[src/common/conv1_params.svh]
`ifndef CONV1_PARAMS_SVH
`define CONV1_PARAMS_SVH

// image geometry, one frame
`define CONV1_IMG_W 8       // pixels per line
`define CONV1_IMG_H 6       // lines per frame

// data widths
`define CONV1_PIX_W 8       // signed pixel
`define CONV1_WGT_W 8       // signed kernel weight
`define CONV1_PSUM_W 20     // signed partial sum, 9 products plus headroom

// strobes from a window's bottom-right pixel to its result on conv_data
// line buffer reg, then one psum stage per kernel row
`define CONV1_PIPE_DEPTH 4

// taps per kernel row
`define CONV1_TAPS 3

`endif

[src/common/conv1_data_pkg.sv]
`default_nettype none

`include "conv1_params.svh"

package conv1_data_pkg;

  // one image sample, two's complement
  typedef logic signed [`CONV1_PIX_W-1:0] pixel_t;

  // one kernel coefficient
  typedef logic signed [`CONV1_WGT_W-1:0] weight_t;

  // three weights of one kernel row, leftmost tap in low byte
  typedef logic [`CONV1_TAPS*`CONV1_WGT_W-1:0] kernel_row_t;

  // accumulated window sum
  typedef logic signed [`CONV1_PSUM_W-1:0] psum_t;

endpackage

`default_nettype wire

[src/common/conv1_ctrl_pkg.sv]
`default_nettype none

`include "conv1_params.svh"

package conv1_ctrl_pkg;

  // column position within a line
  typedef logic [$clog2(`CONV1_IMG_W)-1:0] col_idx_t;

  // line position, one extra code so flush strobes sit past the last line
  typedef logic [$clog2(`CONV1_IMG_H+1)-1:0] row_idx_t;

  // line buffer waits for frame_start before taking pixels
  typedef enum logic {
    LB_IDLE,
    LB_RUN
  } lb_state_e;

endpackage

`default_nettype wire

[src/common/pixel_col_if.sv]
`default_nettype none

// one vertically aligned pixel column, handed on from the line buffer
interface pixel_col_if
  import conv1_data_pkg::*, conv1_ctrl_pkg::*;
();

  logic     advance; // one pixel accepted, pipeline steps
  pixel_t   px_top;  // line r-2
  pixel_t   px_mid;  // line r-1
  pixel_t   px_bot;  // line r, the pixel just received
  col_idx_t col;     // coords of px_bot
  row_idx_t row;

  modport src (
    output advance, px_top, px_mid, px_bot, col, row
  );

  modport pe (
    input advance, px_top, px_mid, px_bot
  );

  modport gate (
    input advance, col, row
  );

endinterface

`default_nettype wire

[src/logic/line_buffer.sv]
`default_nettype none

`include "conv1_params.svh"

module line_buffer
  import conv1_data_pkg::*, conv1_ctrl_pkg::*;
(
  input wire logic   clk,
  input wire logic   rst_n,
  input wire logic   frame_start, // one-cycle pulse ahead of pixel 0
  input wire logic   pix_valid,
  input wire pixel_t pix_data,
  pixel_col_if.src   col_out
);

  pixel_t    mem_top [`CONV1_IMG_W]; // oldest line kept
  pixel_t    mem_mid [`CONV1_IMG_W]; // previous line
  lb_state_e state;
  col_idx_t  col_cnt;                // write column, shared by both lines
  row_idx_t  row_cnt;
  logic      take;                   // pixel accepted this cycle
  logic      line_end;

  // frame_start wins over a pixel in the same cycle
  assign take     = pix_valid && (state == LB_RUN) && !frame_start;
  assign line_end = (col_cnt == col_idx_t'(`CONV1_IMG_W - 1));

  always_ff @(posedge clk) begin
    if (!rst_n) begin
      state   <= LB_IDLE;
      col_cnt <= '0;
      row_cnt <= '0;
    end else if (frame_start) begin
      state   <= LB_RUN;                 // armed until next reset
      col_cnt <= '0;
      row_cnt <= '0;
    end else if (take) begin
      if (line_end) begin
        col_cnt <= '0;                   // wrap to next line
        if (row_cnt != row_idx_t'(`CONV1_IMG_H)) begin
          row_cnt <= row_cnt + 1'b1;     // stops one past last line
        end
      end else begin
        col_cnt <= col_cnt + 1'b1;
      end
    end
  end

  // column slot rolls up: mid line moves to top, new pixel into mid
  always_ff @(posedge clk) begin
    if (take) begin
      mem_top[col_cnt] <= mem_mid[col_cnt];
      mem_mid[col_cnt] <= pix_data;
    end
  end

  always_ff @(posedge clk) begin
    if (!rst_n) begin
      col_out.advance <= 1'b0;
      col_out.px_top  <= '0;
      col_out.px_mid  <= '0;
      col_out.px_bot  <= '0;
      col_out.col     <= '0;
      col_out.row     <= '0;
    end else begin
      col_out.advance <= take;             // one cycle behind pix_valid
      if (take) begin
        col_out.px_top <= mem_top[col_cnt]; // old contents, before the roll
        col_out.px_mid <= mem_mid[col_cnt];
        col_out.px_bot <= pix_data;
        col_out.col    <= col_cnt;
        col_out.row    <= row_cnt;
      end
    end
  end

endmodule

`default_nettype wire

[src/pe_array/conv1_pe.sv]
`default_nettype none

`include "conv1_params.svh"

module conv1_pe
  import conv1_data_pkg::*;
(
  input wire logic        clk,
  input wire logic        rst_n,
  input wire logic        en,              // pipeline step
  input wire logic        wgt_load,        // take filtr_in, pass old row on
  input wire kernel_row_t filtr_in,
  input wire pixel_t      ifmap_shift_in,
  input wire psum_t       psum_in,         // from element above
  output kernel_row_t     filtr_out,       // also this element's weights
  output pixel_t          ifmap_shift_out,
  output psum_t           psum_out
);

  pixel_t  tap  [`CONV1_TAPS];  // tap[0] newest, tap[2] oldest
  weight_t wgt  [`CONV1_TAPS];  // wgt[0] leftmost
  psum_t   prod [`CONV1_TAPS];
  psum_t   psum_nxt;

  // oldest pixel is the leftmost one in the window
  always_comb begin
    for (int i = 0; i < `CONV1_TAPS; i++) begin
      wgt[i]  = filtr_out[i*`CONV1_WGT_W +: `CONV1_WGT_W];
      prod[i] = tap[`CONV1_TAPS-1-i] * wgt[i]; // signed, sized to psum
    end
  end

  assign psum_nxt        = psum_in + prod[0] + prod[1] + prod[2];
  assign ifmap_shift_out = tap[0];

  always_ff @(posedge clk) begin
    if (!rst_n) begin
      tap <= '{default: '0};
    end else if (en) begin
      tap[0] <= ifmap_shift_in;
      for (int i = 1; i < `CONV1_TAPS; i++) begin
        tap[i] <= tap[i-1];
      end
    end
  end

  always_ff @(posedge clk) begin
    if (!rst_n) begin
      filtr_out <= '0;
    end else if (wgt_load) begin
      filtr_out <= filtr_in;
    end
  end

  // sum of taps as they stood before this step
  always_ff @(posedge clk) begin
    if (!rst_n) begin
      psum_out <= '0;
    end else if (en) begin
      psum_out <= psum_nxt;
    end
  end

endmodule

`default_nettype wire

[src/pe_array/pe_column.sv]
`default_nettype none

module pe_column
  import conv1_data_pkg::*;
(
  input wire logic        clk,
  input wire logic        rst_n,
  pixel_col_if.pe         col_in,
  input wire logic        wgt_shift,  // kernel rows arrive bottom first
  input wire kernel_row_t wgt_row,
  output psum_t           psum_out    // full window sum
);

  pixel_t      mid_d1;               // mid row, one step late
  pixel_t      bot_d1;               // bot row, two steps late
  pixel_t      bot_d2;
  psum_t       psum_01;              // element 0 to 1
  psum_t       psum_12;              // element 1 to 2
  kernel_row_t wgt_01;
  kernel_row_t wgt_12;

  // each lower row lags one step so its psum meets the one from above
  always_ff @(posedge clk) begin
    if (!rst_n) begin
      mid_d1 <= '0;
      bot_d1 <= '0;
      bot_d2 <= '0;
    end else if (col_in.advance) begin
      mid_d1 <= col_in.px_mid;
      bot_d1 <= col_in.px_bot;
      bot_d2 <= bot_d1;
    end
  end

  conv1_pe i_pe_top (
    .clk             (clk),
    .rst_n           (rst_n),
    .en              (col_in.advance),
    .wgt_load        (wgt_shift),
    .filtr_in        (wgt_row),
    .ifmap_shift_in  (col_in.px_top),
    .psum_in         ('0),          // head of chain
    .filtr_out       (wgt_01),
    .ifmap_shift_out (),
    .psum_out        (psum_01)
  );

  conv1_pe i_pe_mid (
    .clk             (clk),
    .rst_n           (rst_n),
    .en              (col_in.advance),
    .wgt_load        (wgt_shift),
    .filtr_in        (wgt_01),
    .ifmap_shift_in  (mid_d1),
    .psum_in         (psum_01),
    .filtr_out       (wgt_12),
    .ifmap_shift_out (),
    .psum_out        (psum_12)
  );

  conv1_pe i_pe_bot (
    .clk             (clk),
    .rst_n           (rst_n),
    .en              (col_in.advance),
    .wgt_load        (wgt_shift),
    .filtr_in        (wgt_12),
    .ifmap_shift_in  (bot_d2),
    .psum_in         (psum_12),
    .filtr_out       (),            // end of weight chain
    .ifmap_shift_out (),
    .psum_out        (psum_out)
  );

endmodule

`default_nettype wire

[src/logic/window_gate.sv]
`default_nettype none

`include "conv1_params.svh"

module window_gate
  import conv1_ctrl_pkg::*;
(
  input wire logic clk,
  input wire logic rst_n,
  pixel_col_if.gate col_in,
  output logic     conv_valid  // one pulse per complete window
);

  localparam int DLY = `CONV1_PIPE_DEPTH - 1; // last stage feeds the valid reg

  col_idx_t col_dly [DLY];
  row_idx_t row_dly [DLY];
  logic     win_ok;

  // 3x3 window fully inside: two lines and two columns behind it
  assign win_ok = (row_dly[DLY-1] >= row_idx_t'(2)) &&
                  (row_dly[DLY-1] <  row_idx_t'(`CONV1_IMG_H)) && // drops flush strobes
                  (col_dly[DLY-1] >= col_idx_t'(2));

  always_ff @(posedge clk) begin
    if (!rst_n) begin
      col_dly    <= '{default: '0}; // row 0 never passes
      row_dly    <= '{default: '0};
      conv_valid <= 1'b0;
    end else begin
      conv_valid <= col_in.advance && win_ok; // lines up with psum_out
      if (col_in.advance) begin
        col_dly[0] <= col_in.col;
        row_dly[0] <= col_in.row;
        for (int i = 1; i < DLY; i++) begin
          col_dly[i] <= col_dly[i-1];
          row_dly[i] <= row_dly[i-1];
        end
      end
    end
  end

endmodule

`default_nettype wire

[src/logic/conv1_top.sv]
`default_nettype none

module conv1_top
  import conv1_data_pkg::*;
(
  input wire logic        clk,
  input wire logic        rst_n,
  input wire logic        frame_start,  // pulse, then raster pixels
  input wire logic        pix_valid,
  input wire pixel_t      pix_data,
  input wire logic        wgt_shift,    // only while pix_valid is low
  input wire kernel_row_t wgt_row,
  output logic            conv_valid,
  output psum_t           conv_data
);

  pixel_col_if col_bus ();  // aligned column, line buffer to column and gate

  line_buffer i_line_buffer (
    .clk         (clk),
    .rst_n       (rst_n),
    .frame_start (frame_start),
    .pix_valid   (pix_valid),
    .pix_data    (pix_data),
    .col_out     (col_bus.src)
  );

  // psum chain, result valid when the gate says so
  pe_column i_pe_column (
    .clk       (clk),
    .rst_n     (rst_n),
    .col_in    (col_bus.pe),
    .wgt_shift (wgt_shift),
    .wgt_row   (wgt_row),
    .psum_out  (conv_data)
  );

  window_gate i_window_gate (
    .clk        (clk),
    .rst_n      (rst_n),
    .col_in     (col_bus.gate),
    .conv_valid (conv_valid)
  );

endmodule

`default_nettype wire

[config.mk]
export PLATFORM = sky130hd
export DESIGN_NAME = conv1_top
export DESIGN_NICKNAME = d
export VERILOG_FILES = /design/src/common/conv1_data_pkg.sv /design/src/common/conv1_ctrl_pkg.sv /design/src/common/pixel_col_if.sv /design/src/logic/line_buffer.sv /design/src/pe_array/conv1_pe.sv /design/src/pe_array/pe_column.sv /design/src/logic/window_gate.sv /design/src/logic/conv1_top.sv
export VERILOG_INCLUDE_DIRS = /design/src /design/src/common
export SDC_FILE = /design/constraint.sdc
export NUM_CORES = 2
export LEC_CHECK = 0
export BUFFER_PORTS_ARGS = -buffer_cell sky130_fd_sc_hd__buf_4
export CELL_PAD_IN_SITES_DETAIL_PLACEMENT = 1
export CELL_PAD_IN_SITES_GLOBAL_PLACEMENT = 2
export CORE_ASPECT_RATIO = 0.7
export CORE_MARGIN = 5
export CORE_UTILIZATION = 44
export CTS_CLUSTER_DIAMETER = 150
export CTS_CLUSTER_SIZE = 40
export DETAILED_ROUTE_END_ITERATION = 10
export PLACE_DENSITY_LB_ADDON = 0.2
export SLEW_MARGIN = 20
export SYNTH_ARGS = -nofsm -noshare
export SYNTH_HDL_FRONTEND = slang
export SYNTH_SLANG_ARGS = --single-unit
[constraint.sdc]
create_clock -name clk -period 10.25 [get_ports clk]
set_input_delay 1.025 -clock clk [delete_from_list [all_inputs] [get_ports clk]]
set_output_delay 1.025 -clock clk [all_outputs]
set_load 0.005 [all_outputs]
# Word level (Yosys, flattened, before mapping)
# Memory sizes are Yosys's and may differ from the RTL's. A register that Yosys moved wholly into a read port is not among the register bits.
# Cells that the tools add are included.
word_totals:
  ff_bits: 277
  ram_bits: 128
  out_inout_bits: 21
  elab_cells: 74
  memories: 2
mem_list:
  columns: ["name", "words", "word_bits", "rd", "rd_ports_with_merged_regs", "wr", "line", "text"]
  rows:
  - ["i_line_buffer.mem_mid", 8, 8, 1, 1, 1, "line_buffer.sv:17", "pixel_t mem_mid [`CONV1_IMG_W];"]
  - ["i_line_buffer.mem_top", 8, 8, 1, 1, 1, "line_buffer.sv:16", "pixel_t mem_top [`CONV1_IMG_W];"]
op_classes:
  addsub: 10
  mul: 9
  n_lt_le_gt_ge: 3
  eq_ne: 2
  n_mux: 5
  n_bitwise: 1
  reduce_logical: 9
op_table:
  columns: ["cell", "count"]
  rows:
  - ["$mul A8 B8 Y16", 9]
  - ["$add A20 B16 Y20", 4]
  - ["$add A20 B20 Y20", 2]
  - ["$add A17 B16 Y18", 1]
  - ["$add A16 B16 Y17", 1]
  - ["$mux W3", 3]
  - ["$add A3 B1 Y3 const B", 2]
  - ["$ge A3 B2 Y1 const B", 2]
  - ["$logic_and A1 B1 Y1", 5]
  - ["$eq A3 B3 Y1 const B", 1]
  - ["$lt A3 B3 Y1 const B", 1]
  - ["$ne A3 B3 Y1 const B", 1]
  - ["$reduce_and A3 Y1", 1]
  - ["$logic_not A1 Y1", 2]
  - ["$mux W1", 2]
  - ["$reduce_or A2 Y1", 1]
  - ["$not A1 Y1", 1]

# Logic depth before layout (Yosys ltp)
depth:
  ltp_word: 4
  depth_mapped: 39
  ltp_nobuf: 38

# Hierarchy
# From an unflattened synthesis, not the netlist that was laid out.
unflattened:
  cells_unflattened: 4214
  area_unflattened_um2: 43347.8
by_module_without_submodules:
  columns: ["module", "instances", "cells_per_inst", "area_each_um2"]
  rows:
  - ["conv1_pe (i_pe_column.i_pe_bot)", 1, 1241, 11858.9]
  - ["conv1_pe (i_pe_column.i_pe_mid)", 1, 1210, 11841.4]
  - ["conv1_pe (i_pe_column.i_pe_top)", 1, 1214, 11668.7]
  - ["line_buffer", 1, 428, 6526.3]
  - ["pe_column", 1, 78, 933.4]
  - ["window_gate", 1, 43, 519.2]

# Least setup slack after synthesis
# No wires, ideal clock.
synth_timing:
  path_type: "register -> register"
  start: "register i_pe_column.i_pe_bot.tap[5] (netlist name)"
  end: "register i_pe_column.i_pe_bot.psum_out[19]"
  arrival_time_ns: 8.532
  required_ns: 10.128
  path_slack_ns: 1.597
  stages_incl_launch_ff: 36
  cell_sequence: "dfxtp_1 and2_1 fa_1 inv_1 fa_1 inv_1 fa_1 inv_1 fa_1 inv_1 ha_1 a21oi_1 o21bai_1 a21oi_1 o21ai_0 xor2_1 fa_1 inv_1 fa_1 inv_1 ha_1 fa_1 inv_1 fa_1 inv_1 fa_1 ha_1 ha_1 nand2_1 a211o_1 o211a_1 nor3_1 a211o_1 a21oi_1 xnor2_1 o21ai_0"
synth_via:
  elab_chain_cells: 4
synth_lines:
  columns: ["item", "line", "text"]
  rows:
  - ["start, declared", "conv1_pe.sv:20", "pixel_t tap [`CONV1_TAPS];"]
  - ["start signal, assigned by index", "conv1_pe.sv:42", "tap[i] <= tap[i-1];"]
  - ["$mul A8 B8 Y16", "conv1_pe.sv:29", "prod[i] = tap[`CONV1_TAPS-1-i] * wgt[i];"]
  - ["$add A20 B20 Y20", "conv1_pe.sv:33", "assign psum_nxt = psum_in + prod[0] + prod[1] + prod[2];"]
  - ["$add A20 B16 Y20 (2 in series)", "conv1_pe.sv:33", null]
  - ["end signal, assigned", "conv1_pe.sv:60", "psum_out <= psum_nxt;"]
  - ["end, declared", "conv1_pe.sv:17", "output psum_t psum_out"]
# Every way passes these cells.
# A chain may end at the register's enable or synchronous reset.

# Worst setup path in the final report
layout_timing:
  start: "register i_pe_column.i_pe_bot.filtr_out[0]"
  end: "register i_pe_column.i_pe_bot.psum_out[19]"
layout_via:
  elab_chain_cells: 4
layout_lines:
  columns: ["item", "line", "text"]
  rows:
  - ["start, declared", "conv1_pe.sv:15", "output kernel_row_t filtr_out,"]
  - ["start signal, assigned", "conv1_pe.sv:51", "filtr_out <= filtr_in;"]
  - ["$mul A8 B8 Y16", "conv1_pe.sv:29", null]
  - ["$add A20 B20 Y20", "conv1_pe.sv:33", null]
  - ["$add A20 B16 Y20 (2 in series)", "conv1_pe.sv:33", null]
# Every way passes these cells.

==> results.txt <==
- Primary FF master, synth: sky130_fd_sc_hd__dfxtp_1
* Library cell with the highest instance count after synthesis: sky130_fd_sc_hd__inv_1
- First-pass GRT wire length: between 150 and 200 mm
* P per Cell Area: 69.0 mW/mm2
* Sum of negative setup slack: 0 ns
- Count of yosys warnings during synthesis: 0
* Headroom to the max-slew limit: 23.7%
* List of most frequent post-synthesis cells: sky130_fd_sc_hd__inv_1 (853), sky130_fd_sc_hd__fa_1 (727), sky130_fd_sc_hd__and2_1 (302), sky130_fd_sc_hd__ha_1 (300), sky130_fd_sc_hd__nand2_1 (296)
- On the critical path the largest part of the delay comes from adder cells.
- For this design, the slowest cell found on the critical path is sky130_fd_sc_hd__dfxtp_1.
* Post-synth EDFFs: between 100 and 150
* Count of max-cap constraint violations: 0
- Buffers from clock root to sink, at most: 3
- Required time at the worst-slack endpoint: ~11 ns
- Arrival @ worst endpoint: approximately 10 ns
- Hold/Removal Path Class: register to register
- Counting flops and latches in the post-synthesis netlist gives 406.
- Final clock period utilization by the worst path: between 90% and 100%
- The clock net in this run drives a total of around 410 sinks.
- IR Drop Worst-Case VDD: 0.159 mV
- First DRT Iteration DRCs: 1,348
- The initial antenna violation count is 4.
- The number of different library cells used by synthesis comes to 60.
- Once the floorplan was initialized, standard cells occupied 44.1% of the core.
- Of the cells placed in the final design, the portion with a size suffix greater than 1 is under 10%.
- In this run, post-CTS repair resized a total of 0 instances.
* Number of global-route vias before repair: 28.5k
- After clock tree synthesis, the setup repair step added 0 buffers.
* Combined area of all synthesized cells: roughly 0.042 mm2
- In this run the core area contains 95 standard-cell rows.
- Max stage delay on crit path: 0.55 ns
- Detailed placement ended at an HPWL of just under 90 mm.
- Tightest Pin Transition: ~1.1 ns
- Synth top area cells: sky130_fd_sc_hd__fa_1 (35%), sky130_fd_sc_hd__dfxtp_1 (13%), sky130_fd_sc_hd__edfxtp_1 (9.1%)
* Post-Layout Inst Area: around 0.044 mm2
- Count of inserted antenna diode cells: 0
- The die covers about 0.10 mm2.
- For this run, the detailed router's first-pass iteration total came to 5.
- Via density: around 5.0
- Number of design rule violations left after detail routing: 0
* CORE AREA: 0.0956 mm2
* Count of buffers from port buffering: 57
- Worst Path Max Fanout: 9
- Root cell of the clock tree: sky130_fd_sc_hd__clkbuf_16
- The flow ran to the end, and the final reports show no timing, DRC or antenna violations.
* Final Wtd Congestion: about 0.83
- Fmax: roughly 100 MHz
- Number of buffers added by the clock tree synthesis step: 16
- The die is roughly 380 um wide.
- The number of hold violations in the final report is 0.
- OpenSTA, run right after detailed placement, puts the worst setup slack at between 0.5 and 0.6 ns.
* Number of primary I/O pins: just under 60
* Final core utilization: a little under half
- Detailed Route WL: around 110 mm
- Finish-stage setup viols: 0
* CTS tree: built
- Hold path cells: 2
- Post-Synthesis Net Count: between 5k and 6k
- The worst setup path is launched from a register.
- Leakage: 0.0193 uW
- Setup repair after global routing left no endpoint under its margin.
* Synth-to-Final Area Change: 5.07%
- FF-to-FF path depth: 37
- STA classifies the critical path endpoint as a register.
- Sequential elements use between 20% and 30% of the synthesized area.
- Worst Skew: between 0.03 and 0.04 ns
* Number of max-slew violations in the final report: 0
- The count of nets left with antenna violations once routing finished came out at 0.
- Critical path start-end classification: register to register
- Stages on worst setup path: 37
* Htree depth: 1
* Remaining Overflow, GRT: 0
* Worst Hold Margin: about 0.46 ns
- Entering global routing, the biggest net connects approximately 120 pins.
- Clock network latency to the later pin of the worst-skew pair: between 0.6 and 0.7 ns
* Leading area contributor after synthesis: sky130_fd_sc_hd__fa_1
* Minimum period implied by the final worst setup slack: 9.67 ns
* Average detailed-routed wire length per instance: 20.3 um
* Post-CTS clock slew at the launch and capture registers of the worst setup and hold paths: 0.14 ns
- After clock tree synthesis, the flow added hold-fix buffers numbering 0.
- Setup WS post-layout: a little under 0.6 ns
* Synth Area per Inst: between 10 and 15 um2
* Total routing usage reported by global routing: between 20% and 30%
- Area share of the leading cell type in the synthesized netlist: 34.5%
- Summing over every cut layer, the via total after detailed routing is 25.8k.
- Vertical extent of the die: 269 um
- Buffers plus inverters on the worst setup path: 8
- Area after DPL: approximately 0.044 mm2
* Synthesized instance count: approximately 4k
- Number of nets in the final layout: between 4k and 5k
- Async S/R FF share, synth: 0%
[cells in the final DEF, fill, tap and decap left out, types with 3 or more instances in the layout]
cell / Yosys / routed
sky130_fd_sc_hd__and3_1: 4 / 4
sky130_fd_sc_hd__and2_1: 302 / 302
sky130_fd_sc_hd__nor2_1: 47 / 43
sky130_fd_sc_hd__a21o_1: 17 / 17
sky130_fd_sc_hd__o21bai_1: 4 / 4
sky130_fd_sc_hd__nand2b_1: 39 / 39
sky130_fd_sc_hd__ha_1: 300 / 300
sky130_fd_sc_hd__or3_1: 5 / 5
sky130_fd_sc_hd__a31oi_1: 4 / 4
sky130_fd_sc_hd__clkbuf_16: 0 / 16
sky130_fd_sc_hd__dfxtp_1: 278 / 276
sky130_fd_sc_hd__a21oi_1: 44 / 44
sky130_fd_sc_hd__fa_1: 727 / 727
sky130_fd_sc_hd__o21ai_1: 5 / 5
sky130_fd_sc_hd__buf_4: 0 / 68
sky130_fd_sc_hd__mux4_2: 32 / 32
sky130_fd_sc_hd__mux2i_1: 224 / 224
sky130_fd_sc_hd__nand3b_1: 5 / 5
sky130_fd_sc_hd__nand3_1: 13 / 13
sky130_fd_sc_hd__edfxtp_1: 128 / 128
sky130_fd_sc_hd__nor3_4: 0 / 4
sky130_fd_sc_hd__o211a_1: 13 / 13
sky130_fd_sc_hd__inv_1: 853 / 853
sky130_fd_sc_hd__a211oi_1: 9 / 9
sky130_fd_sc_hd__nor2b_1: 247 / 246
sky130_fd_sc_hd__o211ai_1: 4 / 4
sky130_fd_sc_hd__nor2_2: 0 / 4
sky130_fd_sc_hd__o21a_1: 9 / 9
sky130_fd_sc_hd__clkbuf_1: 146 / 5
sky130_fd_sc_hd__mux2_2: 10 / 10
sky130_fd_sc_hd__xor2_1: 15 / 15
sky130_fd_sc_hd__xnor2_1: 90 / 90
sky130_fd_sc_hd__o21ai_0: 33 / 33
sky130_fd_sc_hd__nor3_1: 19 / 15
sky130_fd_sc_hd__a211o_1: 3 / 3
sky130_fd_sc_hd__or2_2: 4 / 4
sky130_fd_sc_hd__a21boi_0: 22 / 22
sky130_fd_sc_hd__nand2_1: 296 / 296
[where the power goes]
group / total (uW) / switching (uW) / internal (uW)
registers: 1720 / 52.4 / 1670
logic: 393 / 219 / 173
clock network: 937 / 590 / 347
total: 3050 / 861 / 2190
[sequential cells by signal, summed over array words and instances, names as in the netlist, 3 cells and up, named ones only]
| signal | count |
|---|---|
| i_pe_column.i_pe_top.filtr_out | 24 |
| i_pe_column.i_pe_bot.psum_out | 20 |
| i_line_buffer.row_cnt | 3 |
| i_window_gate.col_dly | 6 |
| i_pe_column.i_pe_bot.tap | 16 |
| i_window_gate.row_dly | 6 |
| i_pe_column.mid_d1 | 8 |
| i_pe_column.i_pe_bot.ifmap_shift_out | 8 |
| i_pe_column.i_pe_mid.filtr_out | 24 |
| i_pe_column.i_pe_top.ifmap_shift_out | 8 |
| i_pe_column.i_pe_mid.psum_out | 20 |
| i_pe_column.bot_d1 | 8 |
| i_pe_column.i_pe_mid.tap | 16 |
| i_pe_column.i_pe_top.psum_out | 18 |
| i_line_buffer.mem_mid | 64 |
| i_line_buffer.col_out.px_bot | 8 |
| i_line_buffer.col_cnt | 3 |
| i_line_buffer.col_out.px_mid | 8 |
| i_pe_column.i_pe_mid.ifmap_shift_out | 8 |
| i_pe_column.i_pe_top.tap | 16 |
| i_pe_column.bot_d2 | 8 |
| i_pe_column.i_pe_bot.filtr_out | 24 |
| i_line_buffer.mem_top | 64 |
| i_line_buffer.col_out.px_top | 8 |
[metal layers]
metal	wire [um]	vias up	global-route usage, %	share of wire, %
met5	0	-	0	0
met4	1060	0	2.17	1.0
met3	4300	50	2.59	4.1
met2	43800	349	31.2	41
met1	56400	13500	34.9	53
li1	-	12000	-	-
[path summary, 6_finish.rpt]
kind	start	endpoint	slack, ns
max reg2reg	i_pe_column.i_pe_bot.filtr_out[0]	i_pe_column.i_pe_bot.psum_out[19]	0.58
min reg2reg	i_pe_column.i_pe_top.psum_out[18]	i_pe_column.i_pe_top.psum_out[18]	0.46
max	i_pe_column.i_pe_bot.filtr_out[0]	i_pe_column.i_pe_bot.psum_out[19]	0.58
min	i_pe_column.i_pe_top.psum_out[18]	i_pe_column.i_pe_top.psum_out[18]	0.46
[through the flow]
step                instances  total power, uW
floorplan                4000             2020
global placement         5167             2150
detailed placement       5167             2160
CTS                      5195             3100
global route             5195             3200
finish                   5195             3050
[worst register-to-register path, delay by kind of cell, from the launching register on]
kind                     cells  cell delay [ns]
AO/OA/AOI/OAI               10             1.94
XOR/XNOR                     2             0.57
adder cells (fa/ha/maj)     14             5.36
buffers and inverters        8             0.46
flip-flops                   1             0.55
AND/OR/NAND/NOR              3             0.71
[cell type report]
type / count / area, um2
fill: 10500 / 51300
sequential: 406 / 9410
timing repair buffer: 70 / 542
inverter: 854 / 3210
clock buffer: 21 / 419
tap: 1261 / 1580
clock inverter: 7 / 149
multi-input combinational: 2576 / 29000
[kinds of logic (layout without fill, tap and decap cells)]
family / Yosys count / in the layout / share of synthesized area [%]
adders and majority gates: 1027 / 1027 / 43.4
xor gates and xnor gates: 105 / 105 / 2.18
DFF: 406 / 406 / 22.3
muxes: 266 / 266 / 7.30
AOI/OAI and AO/OA: 186 / 186 / 3.03
and+or+nand+nor: 992 / 992 / 12.7
buffers and inverters: 1018 / 952 / 9.08
Note: power is estimated with default switching activity, not from simulation.
